[src/source/trig_cfg.svh]
`ifndef TRIG_CFG_SVH
`define TRIG_CFG_SVH

// samples per input word
`define TRIG_LANES 4
`define TRIG_SAMPLE_W 12
// each sample sits left-justified in its lane
`define TRIG_LANE_W 16

// capture window in words
`define TRIG_PRE_WORDS 4
`define TRIG_POST_WORDS 12
`define TRIG_CAP_WORDS (`TRIG_PRE_WORDS + `TRIG_POST_WORDS)
// header plus the captured words
`define TRIG_EVT_WORDS (`TRIG_CAP_WORDS + 1)

// baseline is the mean of 2**TRIG_BASE_LOG2 word minima
`define TRIG_BASE_LOG2 3
`define TRIG_THRESHOLD 200

`define TRIG_FIFO_DEPTH 64
`define TRIG_TS_W 16

`endif

[src/source/trig_sample_pkg.sv]
`default_nettype none

`include "trig_cfg.svh"

package trig_sample_pkg;

    typedef logic signed [`TRIG_SAMPLE_W-1:0] sample_t;
    typedef logic [`TRIG_LANES*`TRIG_LANE_W-1:0] word_t;
    typedef logic [`TRIG_TS_W-1:0] ts_t;
    typedef logic [31:0] evt_idx_t;

    // frame header, event index in the upper half
    typedef struct packed {
        evt_idx_t   evt_idx;
        logic [3:0] rsvd;
        sample_t    baseline;
        ts_t        ts;
    } header_t;

endpackage

`default_nettype wire

[src/source/trig_ctrl_pkg.sv]
`default_nettype none

package trig_ctrl_pkg;

    typedef enum logic {
        LEARN,
        HOLD
    } base_state_t;

    typedef enum logic [1:0] {
        WAIT_BASE,
        ARMED,
        CAPTURE
    } trig_state_t;

    // tag stored next to every FIFO word
    typedef enum logic [1:0] {
        HEADER,
        DATA,
        TAIL
    } word_kind_t;

endpackage

`default_nettype wire

[src/source/trigger_fsm.sv]
`default_nettype none

`include "trig_cfg.svh"

module trigger_fsm (
    input  wire                             axis_aclk,
    input  wire                             rst,
    input  wire                             word_valid,
    input  wire trig_sample_pkg::sample_t   word_min,
    input  wire trig_sample_pkg::word_t     delayed_word,
    input  wire                             base_ready,
    input  wire trig_sample_pkg::sample_t   baseline,
    input  wire                             space_ok,
    output logic                            wr_en,
    output trig_sample_pkg::word_t          wr_data,
    output trig_ctrl_pkg::word_kind_t       wr_kind
);
    import trig_sample_pkg::*;
    import trig_ctrl_pkg::*;

    localparam int CAP_WORDS = `TRIG_CAP_WORDS;
    localparam int CNT_W     = $clog2(CAP_WORDS);
    localparam int LVL_W     = `TRIG_SAMPLE_W + 1;

    trig_state_t             state;
    ts_t                     word_idx;
    evt_idx_t                evt_idx;
    logic                    hist_ok;
    logic [CNT_W-1:0]        cap_cnt;
    word_t                   prev_word;
    logic signed [LVL_W-1:0] level_wide;
    sample_t                 level;
    logic                    trig_hit;
    logic                    evt_start;
    header_t                 hdr;

    // trigger level, clamped at the most negative sample
    assign level_wide = $signed({baseline[`TRIG_SAMPLE_W-1], baseline})
                      - LVL_W'(`TRIG_THRESHOLD);
    assign level = (level_wide[LVL_W-1] != level_wide[LVL_W-2])
                 ? sample_t'({1'b1, {(`TRIG_SAMPLE_W-1){1'b0}}})
                 : sample_t'(level_wide);
    assign trig_hit = (word_min < level);

    // accepted trigger, header goes out this cycle
    assign evt_start = word_valid && (state == ARMED) && hist_ok && trig_hit && space_ok;

    always_comb
    begin
        hdr.evt_idx  = evt_idx;
        hdr.rsvd     = '0;
        hdr.baseline = baseline;
        hdr.ts       = word_idx;
    end

    assign wr_en   = evt_start || (word_valid && state == CAPTURE);
    assign wr_data = (state == CAPTURE) ? prev_word : word_t'(hdr);

    always_comb
    begin
        if (state != CAPTURE)
            wr_kind = HEADER;
        else if (cap_cnt == CNT_W'(CAP_WORDS - 1))
            wr_kind = TAIL;
        else
            wr_kind = DATA;
    end

    always_ff @(posedge axis_aclk)
    begin
        if (rst)
        begin
            state    <= WAIT_BASE;
            word_idx <= '0;
            evt_idx  <= '0;
            hist_ok  <= 1'b0;
            cap_cnt  <= '0;
        end
        else
        begin
            if (word_valid)
            begin
                word_idx <= word_idx + 1'b1;
                if (word_idx == ts_t'(`TRIG_PRE_WORDS - 1))
                    hist_ok <= 1'b1;
            end
            unique case (state)
                WAIT_BASE:
                begin
                    if (base_ready)
                        state <= ARMED;
                end
                ARMED:
                begin
                    if (evt_start)
                    begin
                        evt_idx <= evt_idx + 1'b1;
                        cap_cnt <= '0;
                        state   <= CAPTURE;
                    end
                end
                CAPTURE:
                begin
                    // new triggers are ignored until the tail is written
                    if (word_valid)
                    begin
                        cap_cnt <= cap_cnt + 1'b1;
                        if (wr_kind == TAIL)
                            state <= ARMED;
                    end
                end
                default:
                begin
                    state <= WAIT_BASE;
                end
            endcase
        end
    end

    // one word behind, so the first data word is the trigger word's oldest history
    always_ff @(posedge axis_aclk)
    begin
        if (word_valid)
            prev_word <= delayed_word;
    end

endmodule

`default_nettype wire

[config.mk]
export PLATFORM = sky130hd
export DESIGN_NAME = trigger_fsm
export DESIGN_NICKNAME = d
export VERILOG_FILES = /design/src/source/trig_sample_pkg.sv /design/src/source/trig_ctrl_pkg.sv /design/src/source/trigger_fsm.sv
export VERILOG_INCLUDE_DIRS = /design/src /design/src/source
export SDC_FILE = /design/constraint.sdc
export NUM_CORES = 1
export LEC_CHECK = 0
export BUFFER_PORTS_ARGS = -buffer_cell sky130_fd_sc_hd__buf_2
export CAP_MARGIN = 5
export CORE_ASPECT_RATIO = 0.9
export CORE_MARGIN = 2
export CORE_UTILIZATION = 41
export DETAILED_ROUTE_END_ITERATION = 16
export GPL_TIMING_DRIVEN = 0
export HOLD_SLACK_MARGIN = 0.02
export PLACE_DENSITY = 0.67
export SLEW_MARGIN = 10
export SYNTH_ARGS = -nofsm -noshare
export SYNTH_HDL_FRONTEND = slang
export SYNTH_SLANG_ARGS = --single-unit
[constraint.sdc]
create_clock -name axis_aclk -period 4.84 [get_ports axis_aclk]
set_clock_uncertainty 0.1 [all_clocks]
set_input_delay 0.968 -clock axis_aclk [delete_from_list [all_inputs] [get_ports axis_aclk]]
set_output_delay 0.968 -clock axis_aclk [all_outputs]
set_load 0.01 [all_outputs]
Word-level counts from Yosys, hierarchy flattened
Cells that the tools add are included.
Storage, ports and cells
  register bits: 119
  input port bits: 93
Cells by class
  add/subtract/negate cells: 4
  magnitude comparators: 1
  eq/ne operators: 11
  multiplexer cells: 12
  reduce and logical (&&, ||, !) cells: 12
Operator list (number)
  64-bit 2-to-1 mux: 1
  32-bit by 1-bit adder with 32-bit output (second input constant): 1
  16-bit by 1-bit adder with 16-bit output (second input constant): 1
  16-bit by 2-bit equality test with 1-bit output (second input constant): 1
  12-bit by 9-bit subtractor with 13-bit output (second input constant): 1
  12-bit less-than comparator: 1
  12-bit 2-to-1 mux: 1
  2-bit 2-to-1 mux: 6
  4-bit 2-to-1 mux: 2
  2-bit inequality test (second input constant): 4
  4-bit one-hot mux with 2 select lines: 1
  2-bit one-hot mux with 3 select lines: 1
  1-bit logical AND: 5
  4-bit by 1-bit adder with 4-bit output (second input constant): 1
  2-bit equality test (second input constant): 2
  4-bit equality test (second input constant): 1
  2-bit AND reduction: 2
  4-bit AND reduction: 1
  3-bit AND reduction: 1
  2-bit by 1-bit equality test with 1-bit output (second input constant): 1
  2-bit logical NOT: 1
  2-bit by 1-bit inequality test with 1-bit output (second input constant): 1
  2-bit nonzero test: 1
  1-bit logical OR: 1
  1-bit inequality test: 1

Longest topological paths before layout
Gate-level depths: netlist (run 1).
  depth after elaboration: 8
  depth in mapped cells: 18

Worst setup path after synthesis (run 1)
OpenSTA, ideal clock, no wires.
  path kind: input to output
  from: input baseline[3]
  to: output wr_en
  data arrival time: 3.963 ns
  data required time: 3.772 ns
  path slack: -0.191 ns
  stages on the path: 17
  cells stage by stage: inv_1 ha_1 nand2b_1 a31oi_1 nand2_1 xor2_1 ha_1 clkbuf_1 nand2b_1 ha_1 a21o_1 a21o_1 a221o_1 buf_6 nor3_1 nor2_1 nand2_1
Between the ends
  word-level cells in the longest chain between the ends: 7
Ends and longest elaborated chain
  from (decl): line trigger_fsm.sv:12  | input wire trig_sample_pkg::sample_t baseline,
  12-bit by 9-bit subtractor with 13-bit output *: line trigger_fsm.sv:38  | assign level_wide = $signed({baseline[`TRIG_SAMPLE_W-1], baseline})
  1-bit inequality test: line trigger_fsm.sv:40  | assign level = (level_wide[LVL_W-1] != level_wide[LVL_W-2])
  12-bit 2-to-1 mux *: line trigger_fsm.sv:40
  12-bit less-than comparator *: line trigger_fsm.sv:43  | assign trig_hit = (word_min < level);
  1-bit logical AND * (2 in a row): line trigger_fsm.sv:46  | assign evt_start = word_valid && (state == ARMED) && hist_ok && trig_hit && space_ok;
  1-bit logical OR *: line trigger_fsm.sv:56  | assign wr_en = evt_start || (word_valid && state == CAPTURE);
  to (decl): line trigger_fsm.sv:14  | output logic wr_en,
Mark *: on every way between the ends. The rest lies on a longest branch, timed or not.

Worst setup path in the final report (run 1)
Ends and elaborated chain as after synthesis.

==> summary.md, run 1 <==
| Metric | Value |
|---|---|
| Register area share after synthesis | 47.78% |
| CTS tree | yes |
| CP startpoint kind | input port |
| Cells after Synth | 709 |
| Detailed-router iteration count before antenna repair | 5 |
| Synthesized area | 0.006327 mm² |
| Detailed placement HPWL | 12,620 µm |
| Largest area contributor in the netlist | edfxtp_1 |
| DRC Markers | 0 |
| # H-tree levels | 4 |
| Residual overflow from global routing | 0 |
| Die H | 121.9 µm |
| CP startpoint | baseline[3] |
| Core area | 0.01528 mm² |
| Worst setup EP type | output pin |
| Worst-Margin Slew | 680.7 ps |
| Root Buffer | clkbuf_16 |
| Worst hold margin | 388.6 ps |
| Worst vdd ir | 0.2523 mV |
| Post-Layout Cell Count | 1,119 |
| Iteration-0 DRC Markers | 403 |
| WL final | 17,950 µm |
| Clock latency at the later pin of the worst-skew pair | 420 ps |
| Vias in the first global route | 5,495 |
| Post-DR wirelength/cell | 16.04 µm |
| Syn Area/Cell | 8.924 µm² |
| R2r worst-path depth | 8 |
| Routed Antenna Nets | 0 |
| Cts hold-fix bufs | 0 |
| HP Class | reg -> reg |
| IO Count | 160 |
| First-pass GRT wire length | 28,370 µm |
| Placed cell count | 1,070 |
| Distinct cell type count after synthesis | 59 |
| Initial antenna violation count | 0 |
| Synth Register Bits | 119 |
| Final worst path period share | 102.0% |
| Pwr dens | 311.6 mW/mm² |
| Max Slew Vio Count | 0 |
| GRT Total Usage | 22.30% |
| Slew margin rel. | 54.62% |
| Most numerous cell in the Yosys netlist | nand2_1 |
| Clk buf depth | 2 |
| Final Critical Period | 4935 ps |
| FF-to-FF End | evt_idx[25]$_SDFFE_PP0P_ |
| GRT met3 Usage | 5.452% |
| Fraction of layout cells with a size suffix above 1 | 28.46% |
| Net Sw Power | 0.0006389 W |
| Status | finished, violations left |
| GPL Wtd Cong | 0.9312 |
| Synth top cells by count | nand2_1 (189), edfxtp_1 (64), dfxtp_1 (55), nor2_1 (45), clkbuf_1 (33) |
| RSZ-0062 raised after global routing | yes |
| Critical Path Fanout Max | 5 |
| Largest net degree at the start of global routing | 42 |
| Placed cell area | 0.007410 mm² |
| Ant diodes | 0 |
| Clock power frac | 46.0% |
| Crit path to | wr_en |
| Net Sw Frac | 24.77% |
| Area Overhead vs Synth | 30.85% |
| Maxcap violations | 0 |
| Worst setup margin | -94.69 ps |
| Row count | 43 |
| Port bufs | 158 |
| Synth Warn # | 0 |
| Clk slew on worst S/H paths | 60 ps |
| CP required | 3770 ps |
| Max Fclk | 0.2026 GHz |
| Post-synth top area share | 30.37% |
| Critical setup path kind | in -> out |
| CTS Buf Count | 17 |
| Post-synth EDFFs | 64 |
| Reg2Reg Setup Slack | 2280 ps |
| Synth area leaders | edfxtp_1 (30%), dfxtp_1 (17%), nand2_1 (11%) |
| RR Startpoint | evt_idx[3]$_SDFFE_PP0P_ |
| Via count | 5,909 |
| Synth Flop Type | edfxtp_1 |
| Seq pwr share | 43.7% |
| Final Cell Area | 0.008279 mm² |
| P_int | 0.001941 W |
| Violated checks | setup timing |
| Die area | 0.01644 mm² |
| Met2 capacity usage during global routing | 35.03% |
| Met1 track demand over resource | 31.04% |
| Leakage | 3.482 nW |
| Die X | 134.9 µm |
| Fin. Hold Viols | 0 |
| Asr flop ratio synth | 0% |
| Starting Density | 41.41% |
| Setup violators final | 1 |
| Fin nets | 1,013 |
| Combinational power share | 10.3% |
| Routed vias/inst | 5.281 |
| Fill count | 1,429 |
| GR peak layer | met2 |
| CTS Sinks | 119 |
| Arrival time worst endpoint | 3870 ps |
| Hold depth | 2 |
| Mapped Nets | 818 |
[worst max-delay path, stage by stage]
cell      delay [ps]
buf_8            110
inv_4             50
ha_4             140
nand2b_4          60
a31oi_4          150
nand2_1           90
xor2_1           150
ha_1             340
clkbuf_8         170
nand2b_4         150
ha_4             220
a21o_1           150
a21o_1           210
a221o_1          420
nor3_4           230
nor2_2            60
nand2_1           90
buf_6            110
[worst min-delay path by stage]
stage	start	endpoint
global route	evt_idx[22]$_SDFFE_PP0P_	evt_idx[22]$_SDFFE_PP0P_
floorplan	hist_ok$_SDFFE_PP0P_	hist_ok$_SDFFE_PP0P_
global placement	evt_idx[9]$_SDFFE_PP0P_	evt_idx[9]$_SDFFE_PP0P_
finish	evt_idx[7]$_SDFFE_PP0P_	evt_idx[7]$_SDFFE_PP0P_
detailed placement	evt_idx[7]$_SDFFE_PP0P_	evt_idx[7]$_SDFFE_PP0P_
CTS	evt_idx[22]$_SDFFE_PP0P_	evt_idx[22]$_SDFFE_PP0P_
[state kept, by name, indices dropped and copies added (netlist names)]
signal	count
state	2
hist_ok	1
prev_word	64
word_idx	16
cap_cnt	4
evt_idx	32
[cells in the final DEF, fill, tap and decap left out, drive strengths merged, types with 14 or more instances in the layout]
cell type	netlist	final
nand4	22	22
buf	9	184
nor2	47	47
o41ai	14	14
ha	16	16
a21oi	27	27
o21ai	22	22
clkbuf	33	55
nor3	16	16
nand3	27	27
nand2	189	189
inv	15	19
edfxtp	64	64
dfxtp	55	55
[per-layer routing]
metal	wire length, µm	share of wire, %	vias to the layer above
met5	0	0	-
met4	215	1.2	0
met3	1264	7.0	18
met2	7993	45	231
met1	8471	47	2739
li1	-	-	2921
[cell type report]
cell class,count,area (µm²),area share [%]
inverters,15,61.31,0.7405
clock inverters,11,70.07,0.8463
repair buffers,177,980.9,11.85
well taps,202,252.7,3.053
plain buffers,41,182.7,2.206
flip-flops and latches,119,3023,36.51
multi-input cells,533,3227,38.98
clock buffers,21,481.7,5.818
[power groups by stage]
stage | combinational, W | sequential, W | clock [W]
global route | 0.000289 | 0.00113 | 0.00125
CTS | 0.000257 | 0.00113 | 0.00120
global placement | 0.000213 | 0.00115 | 0
detailed placement | 0.000218 | 0.00115 | 0
floorplan | 0.000123 | 0.00115 | 0
finish | 0.000266 | 0.00113 | 0.00119
[logic make-up after synthesis]
family / count (synthesis) / synth area share, %
buffers and inverters: 57 / 3.698
flip-flops: 119 / 47.78
XOR/XNOR: 21 / 2.907
adder cells (fa/ha/maj): 16 / 3.164
AND/OR/NAND/NOR: 380 / 28.28
multiplexers: 14 / 2.452
AO/OA/AOI/OAI: 102 / 11.73
[through the flow]
step	TNS [ps]	utilization, %	setup WS, ps	total power [W]
2_1_floorplan	0	-	2.410	0.001268
3_3_place_gp	-7458	48.35	-796.6	0.001361
3_5_place_dp	-6690	48.49	-761.7	0.001367
4_1_cts	-84.24	54.00	-84.24	0.002583
5_1_grt	-215.8	54.18	-215.8	0.002665
6_report	-94.69	54.18	-94.69	0.002580
[what timing repair did]
item	CTS	global route
buffers inserted	13	4
resized for setup	40	3
cloned	1	0
endpoints found under the setup margin	1	1
pin swaps	19	14
Note: power is estimated with default switching activity, not from simulation.
==> inputs of run 2 (changes only) <==
Settings changed: GPL_ROUTABILITY_DRIVEN from default to 0, SETUP_SLACK_MARGIN from default to 0.05.
==> run 2 against run 1 <==
Net effect:
- the run now ends clean
- die area unchanged
- clock power increased by 6%
- global-route usage increased by 0.40 points
- fmax increased by 2.3%
- register-to-register slack improved by 30 ps
- largest cell class unchanged
- largest power group unchanged
==> summary.md, run 2 (synthesized netlist as in run 1, its figures left out) <==
| Metric | Value |
|---|---|
| CTS Buf Count | 17 |
| CP required | 3770 ps |
| Row count | 43 |
| Core area | 0.01528 mm² |
| Routed vias/inst | 5.256 |
| # H-tree levels | 4 |
| Fin. Hold Viols | 0 |
| Commonest cells after routing, fill and taps aside | nand2_1 (187), buf_2 (160), edfxtp_1 (64) |
| Initial antenna violation count | 0 |
| Largest net degree at the start of global routing | 45 |
| CTS Sinks | 119 |
| Starting Density | 41.41% |
| Arrival time worst endpoint | 3760 ps |
| GRT met3 Usage | 5.784% |
| Detailed placement HPWL | 12,430 µm |
| Setup violators final | 0 |
| Final Critical Period | 4824 ps |
| CP startpoint kind | input port |
| Max Fclk | 0.2073 GHz |
| First-pass GRT wire length | 28,790 µm |
| IO Count | 160 |
| Post-DR wirelength/cell | 16.05 µm |
| Ant diodes | 0 |
| Cts hold-fix bufs | 0 |
| Critical Path Fanout Max | 5 |
| Max Slew Vio Count | 0 |
| Port bufs | 158 |
| Maxcap violations | 0 |
| HP Class | reg -> reg |
| WL final | 18,090 µm |
| Critical setup path kind | in -> out |
| Max FFs per register | 64 |
| Leakage | 3.543 nW |
| Fill count | 1,392 |
| RSZ-0062 raised after global routing | yes |
| Area Overhead vs Synth | 34.31% |
| Met1 track demand over resource | 30.70% |
| Vias in the first global route | 5,610 |
| Via count | 5,924 |
| Detailed-router iteration count before antenna repair | 5 |
| Die area | 0.01644 mm² |
| Pwr dens | 314.7 mW/mm² |
| Clk buf depth | 2 |
| Iteration-0 DRC Markers | 400 |
| Fraction of layout cells with a size suffix above 1 | 29.84% |
| GRT Total Usage | 22.70% |
| Worst setup margin | 16.38 ps |
| Slew margin rel. | 53.60% |
| GR peak layer | met2 |
| Worst vdd ir | 0.2457 mV |
| Die H | 121.9 µm |
| Die X | 134.9 µm |
| Top Registers | prev_word: 64 flops, evt_idx: 32 flops, word_idx: 16 flops |
| Clk slew on worst S/H paths | 60 ps |
| Routed Antenna Nets | 0 |
| Met2 capacity usage during global routing | 35.88% |
| CTS tree | yes |
| Residual overflow from global routing | 0 |
| Final worst path period share | 99.66% |
| Commonest non-fill, non-tap cell in the layout | nand2_1 |
| Clock latency at the later pin of the worst-skew pair | 430 ps |
| Largest Register | prev_word |
| Status | finished clean |
| Root Buffer | clkbuf_16 |
| Fin nets | 1,021 |
| DRC Markers | 0 |
| Post-layout total power | 0.002674 W |
| Dpl ws | -689.0 ps |
| Worst-Margin Slew | 696.0 ps |
| Worst setup EP type | output pin |
run 2: changes by cell type in the layout (fill, tap and decap cells not counted), moves of 2 or more:
cell | previous run | this run
clkinv_2 | 5 | 3
clkbuf_16 | 18 | 21
clkbuf_8 | 4 | 1
ha_1 | 13 | 9
xor2_1 | 13 | 11
buf_4 | 19 | 26
ha_4 | 3 | 7
clkbuf_1 | 33 | 35
run 2: layout make-up:
cell class / instances / area [µm²] / area share [%]
multi-input cells: 533 / 3342 / 39.33
flip-flops and latches: 119 / 3023 / 35.57
repair buffers: 185 / 1045 / 12.29
clock buffers: 24 / 536.8 / 6.316
well taps: 202 / 252.7 / 2.974
plain buffers: 41 / 183.9 / 2.164
inverters: 15 / 61.31 / 0.7214
clock inverters: 8 / 53.80 / 0.6331
run 2: worst paths after layout:
check                                               from                        to  slack [ps]  cells past startpoint
worst max-delay path                         baseline[3]                     wr_en          20                     19
worst min-delay path            evt_idx[22]$_SDFFE_PP0P_  evt_idx[22]$_SDFFE_PP0P_         390                      2
worst max register to register   evt_idx[4]$_SDFFE_PP0P_  evt_idx[25]$_SDFFE_PP0P_        2310                      7
worst min register to register  evt_idx[22]$_SDFFE_PP0P_  evt_idx[22]$_SDFFE_PP0P_         390                      2
run 2: repair_timing:
action | 4_1_cts | 5_1_grt
setup buffers | 18 | 7
setup endpoints to repair | 1 | 1
resized for setup | 38 | 20
pin swaps | 15 | 19
cloned | 1 | 0
run 2: per-layer routing:
layer	vias up	part of all wire, %
met1	2764	46
met4	0	1.4
li1	2939	-
met3	28	6.9
met5	-	0
met2	193	46
run 2: critical path, stage by stage:
cell      delay, ps
buf_8           110
inv_4            60
ha_4            140
nand2b_4         60
a31oi_4         190
nand2_2          80
xor2_2          200
ha_4            250
buf_8           130
nand2b_4        140
ha_4            230
a21o_1          150
a21o_1          190
a221o_1         340
buf_6           130
nor3_4          140
nor2_2           70
nand2_1          80
buf_6           110
run 2: power by group:
group          switching (W)  internal (W)  total [W]  leakage [nW]
combinational       0.000160      0.000131   0.000291          2.18
clock               0.000478      0.000777    0.00126         0.296
sequential         0.0000128       0.00111    0.00113          1.07
total               0.000651       0.00202    0.00267          3.54
run 2: stage by stage:
step	area [µm²]	hold slack, ps	cells	TNS (ps)	util, %
after CTS	8327	387.7	1121	-120.6	54.50
after floorplan	6349	332.7	709	0	-
final	8498	388.0	1127	0	55.62
after global routing	8498	413.2	1127	-92.53	55.62
after detailed placement	7415	377.2	1070	-4790	48.53
after global placement	7392	372.6	1069	-5165	48.38
==> inputs of run 3 (changes only) <==
Settings changed: GPL_TIMING_DRIVEN 0 to 1.
==> run 3 against run 2 <==
Net effect:
- sequential share of layout area increased by 0.81 points
- final cell count decreased by 2.7%
- worst hold slack got worse by 1.2 ps
- count of clock-buffer cells in the layout decreased by 3
- sequential power about the same
- sequential cell count unchanged
- clock power about the same
- power decreased by 0.95%
- largest power group unchanged
- critical endpoint unchanged
- largest cell class unchanged
- critical path depth decreased by 2
- global-route usage decreased by 1.7 points
==> summary.md, run 3 (synthesized netlist as in run 1, its figures left out) <==
| Metric | Value |
|---|---|
| GRT Total Usage | 21.03% |
| Status | finished clean |
| Vias in the first global route | 5,395 |
| Crit-path cells | buf_8 > inv_4 > ha_4 > nand2b_4 > a31oi_4 > nand2_1 > xor2_1 > ha_2 > nand2b_4 > ha_4 > a21o_1 > a21o_1 > a221o_1 > nor3_4 > nor2_2 > nand2_1 > buf_6 |
| DRC Markers | 0 |
| Arrival time worst endpoint | 3610 ps |
| Critical Path Fanout Max | 6 |
| Die H | 121.9 µm |
| Root Buffer | clkbuf_16 |
| Fraction of layout cells with a size suffix above 1 | 30.54% |
| CP startpoint kind | input port |
| Critical setup path kind | in -> out |
| Die area | 0.01644 mm² |
| Top Registers | prev_word: 64 flops, evt_idx: 32 flops, word_idx: 16 flops |
| RSZ-0062 raised after global routing | yes |
| Die X | 134.9 µm |
| Pwr dens | 318.9 mW/mm² |
| Row count | 43 |
| Commonest cells after routing, fill and taps aside | nand2_1 (188), buf_2 (155), edfxtp_1 (64) |
| Clock latency at the later pin of the worst-skew pair | 420 ps |
| Initial antenna violation count | 1 |
| Kind of cell adding the most delay to the critical path | compound AO/OA/AOI/OAI gates |
| Starting Density | 41.41% |
| Fin nets | 990 |
| Worst-Margin Slew | 1145 ps |
| Cts hold-fix bufs | 0 |
| Port bufs | 159 |
| Final worst path period share | 96.62% |
| Clk buf depth | 2 |
| CP peak stage delay | 380 ps |
| Clk slew on worst S/H paths | 50 ps |
| Core area | 0.01528 mm² |
| Final Critical Period | 4676 ps |
| Worst hold margin | 386.8 ps |
| Max FFs per register | 64 |
| CTS tree | yes |
| Max Fclk | 0.2138 GHz |
| Commonest non-fill, non-tap cell in the layout | nand2_1 |
| IO Count | 160 |
| Area Overhead vs Synth | 31.30% |
| Residual overflow from global routing | 0 |
| Fin. Hold Viols | 0 |
| Setup violators final | 0 |
| Detailed placement HPWL | 11,300 µm |
| Routed Antenna Nets | 0 |
| First-pass GRT wire length | 27,000 µm |
| Routed vias/inst | 5.160 |
| Worst vdd ir | 0.2777 mV |
| Critical-path top delay cell | ha_2 |
| Largest net degree at the start of global routing | 51 |
| Via count | 5,660 |
| Iteration-0 DRC Markers | 340 |
| CP required | 3770 ps |
| Worst setup EP type | output pin |
| CTS Buf Count | 17 |
| HP Class | reg -> reg |
| Max Slew Vio Count | 0 |
| WL final | 16,810 µm |
| Leakage | 3.482 nW |
| Slew margin rel. | 23.20% |
| Dpl ws | -54.14 ps |
| Maxcap violations | 0 |
| # H-tree levels | 4 |
| Largest Register | prev_word |
| Setup_tns | 0 ps |
| Detailed-router iteration count before antenna repair | 5 |
| Buf+Inv Stages, Crit Path | 3 |
| Worst setup margin | 163.7 ps |
| Post-DR wirelength/cell | 15.32 µm |
| CTS Sinks | 119 |
==> run 3: worst paths after layout <==
kind | startpoint | endpoint | slack, ps | depth (start not counted)
max | baseline[4] | wr_en | 160 | 17
min reg2reg | evt_idx[22]$_SDFFE_PP0P_ | evt_idx[22]$_SDFFE_PP0P_ | 390 | 2
min | evt_idx[22]$_SDFFE_PP0P_ | evt_idx[22]$_SDFFE_PP0P_ | 390 | 2
max reg2reg | evt_idx[3]$_SDFFE_PP0P_ | evt_idx[29]$_SDFFE_PP0P_ | 2360 | 6
==> run 3: report_power, final <==
group          switching [W]  internal (W)
combinational       0.000147      0.000123
sequential         0.0000135       0.00112
clock               0.000437      0.000813
==> run 3: cell type report <==
cell class,count,area (µm²)
antenna,1,2.502
inverter,15,61.31
fill,1398,6972
clock buffer,21,450.4
clock inverter,11,130.1
sequential,119,3023
timing repair buffer,195,1111
multi-input combinational,533,3277
tap,202,252.7
==> run 3: what timing repair did <==
action / CTS / global route
gates resized for setup: 22 / 22
endpoints found under the setup margin: 1 / 1
pin swaps: 10 / 17
buffers inserted: 9 / 5
cloned: 0 / 0
==> run 3: layer usage <==
| metal | global-route usage (%) | part of all wire, % |
|---|---|---|
| met1 | 27.77 | 46 |
| met2 | 33.60 | 46 |
| met3 | 5.327 | 6.2 |
| met4 | 7.617 | 0.81 |
| met5 | 0 | 0 |
==> run 3: tightest hold or removal path, stage by stage (launching register included) <==
cell,delay (ps)
dfxtp_1,320
o41ai_1,60
a21oi_1,60
==> run 3: per-stage QoR <==
step                util, %  cells  area, µm²  power [W]
CTS                   53.46   1091       8168   0.002659
floorplan                 -    709       6349   0.001268
finish                54.37   1097       8308   0.002649
global placement      48.49   1050       7408   0.001370
detailed placement    48.49   1050       7408   0.001374
global route          54.37   1097       8308   0.002759
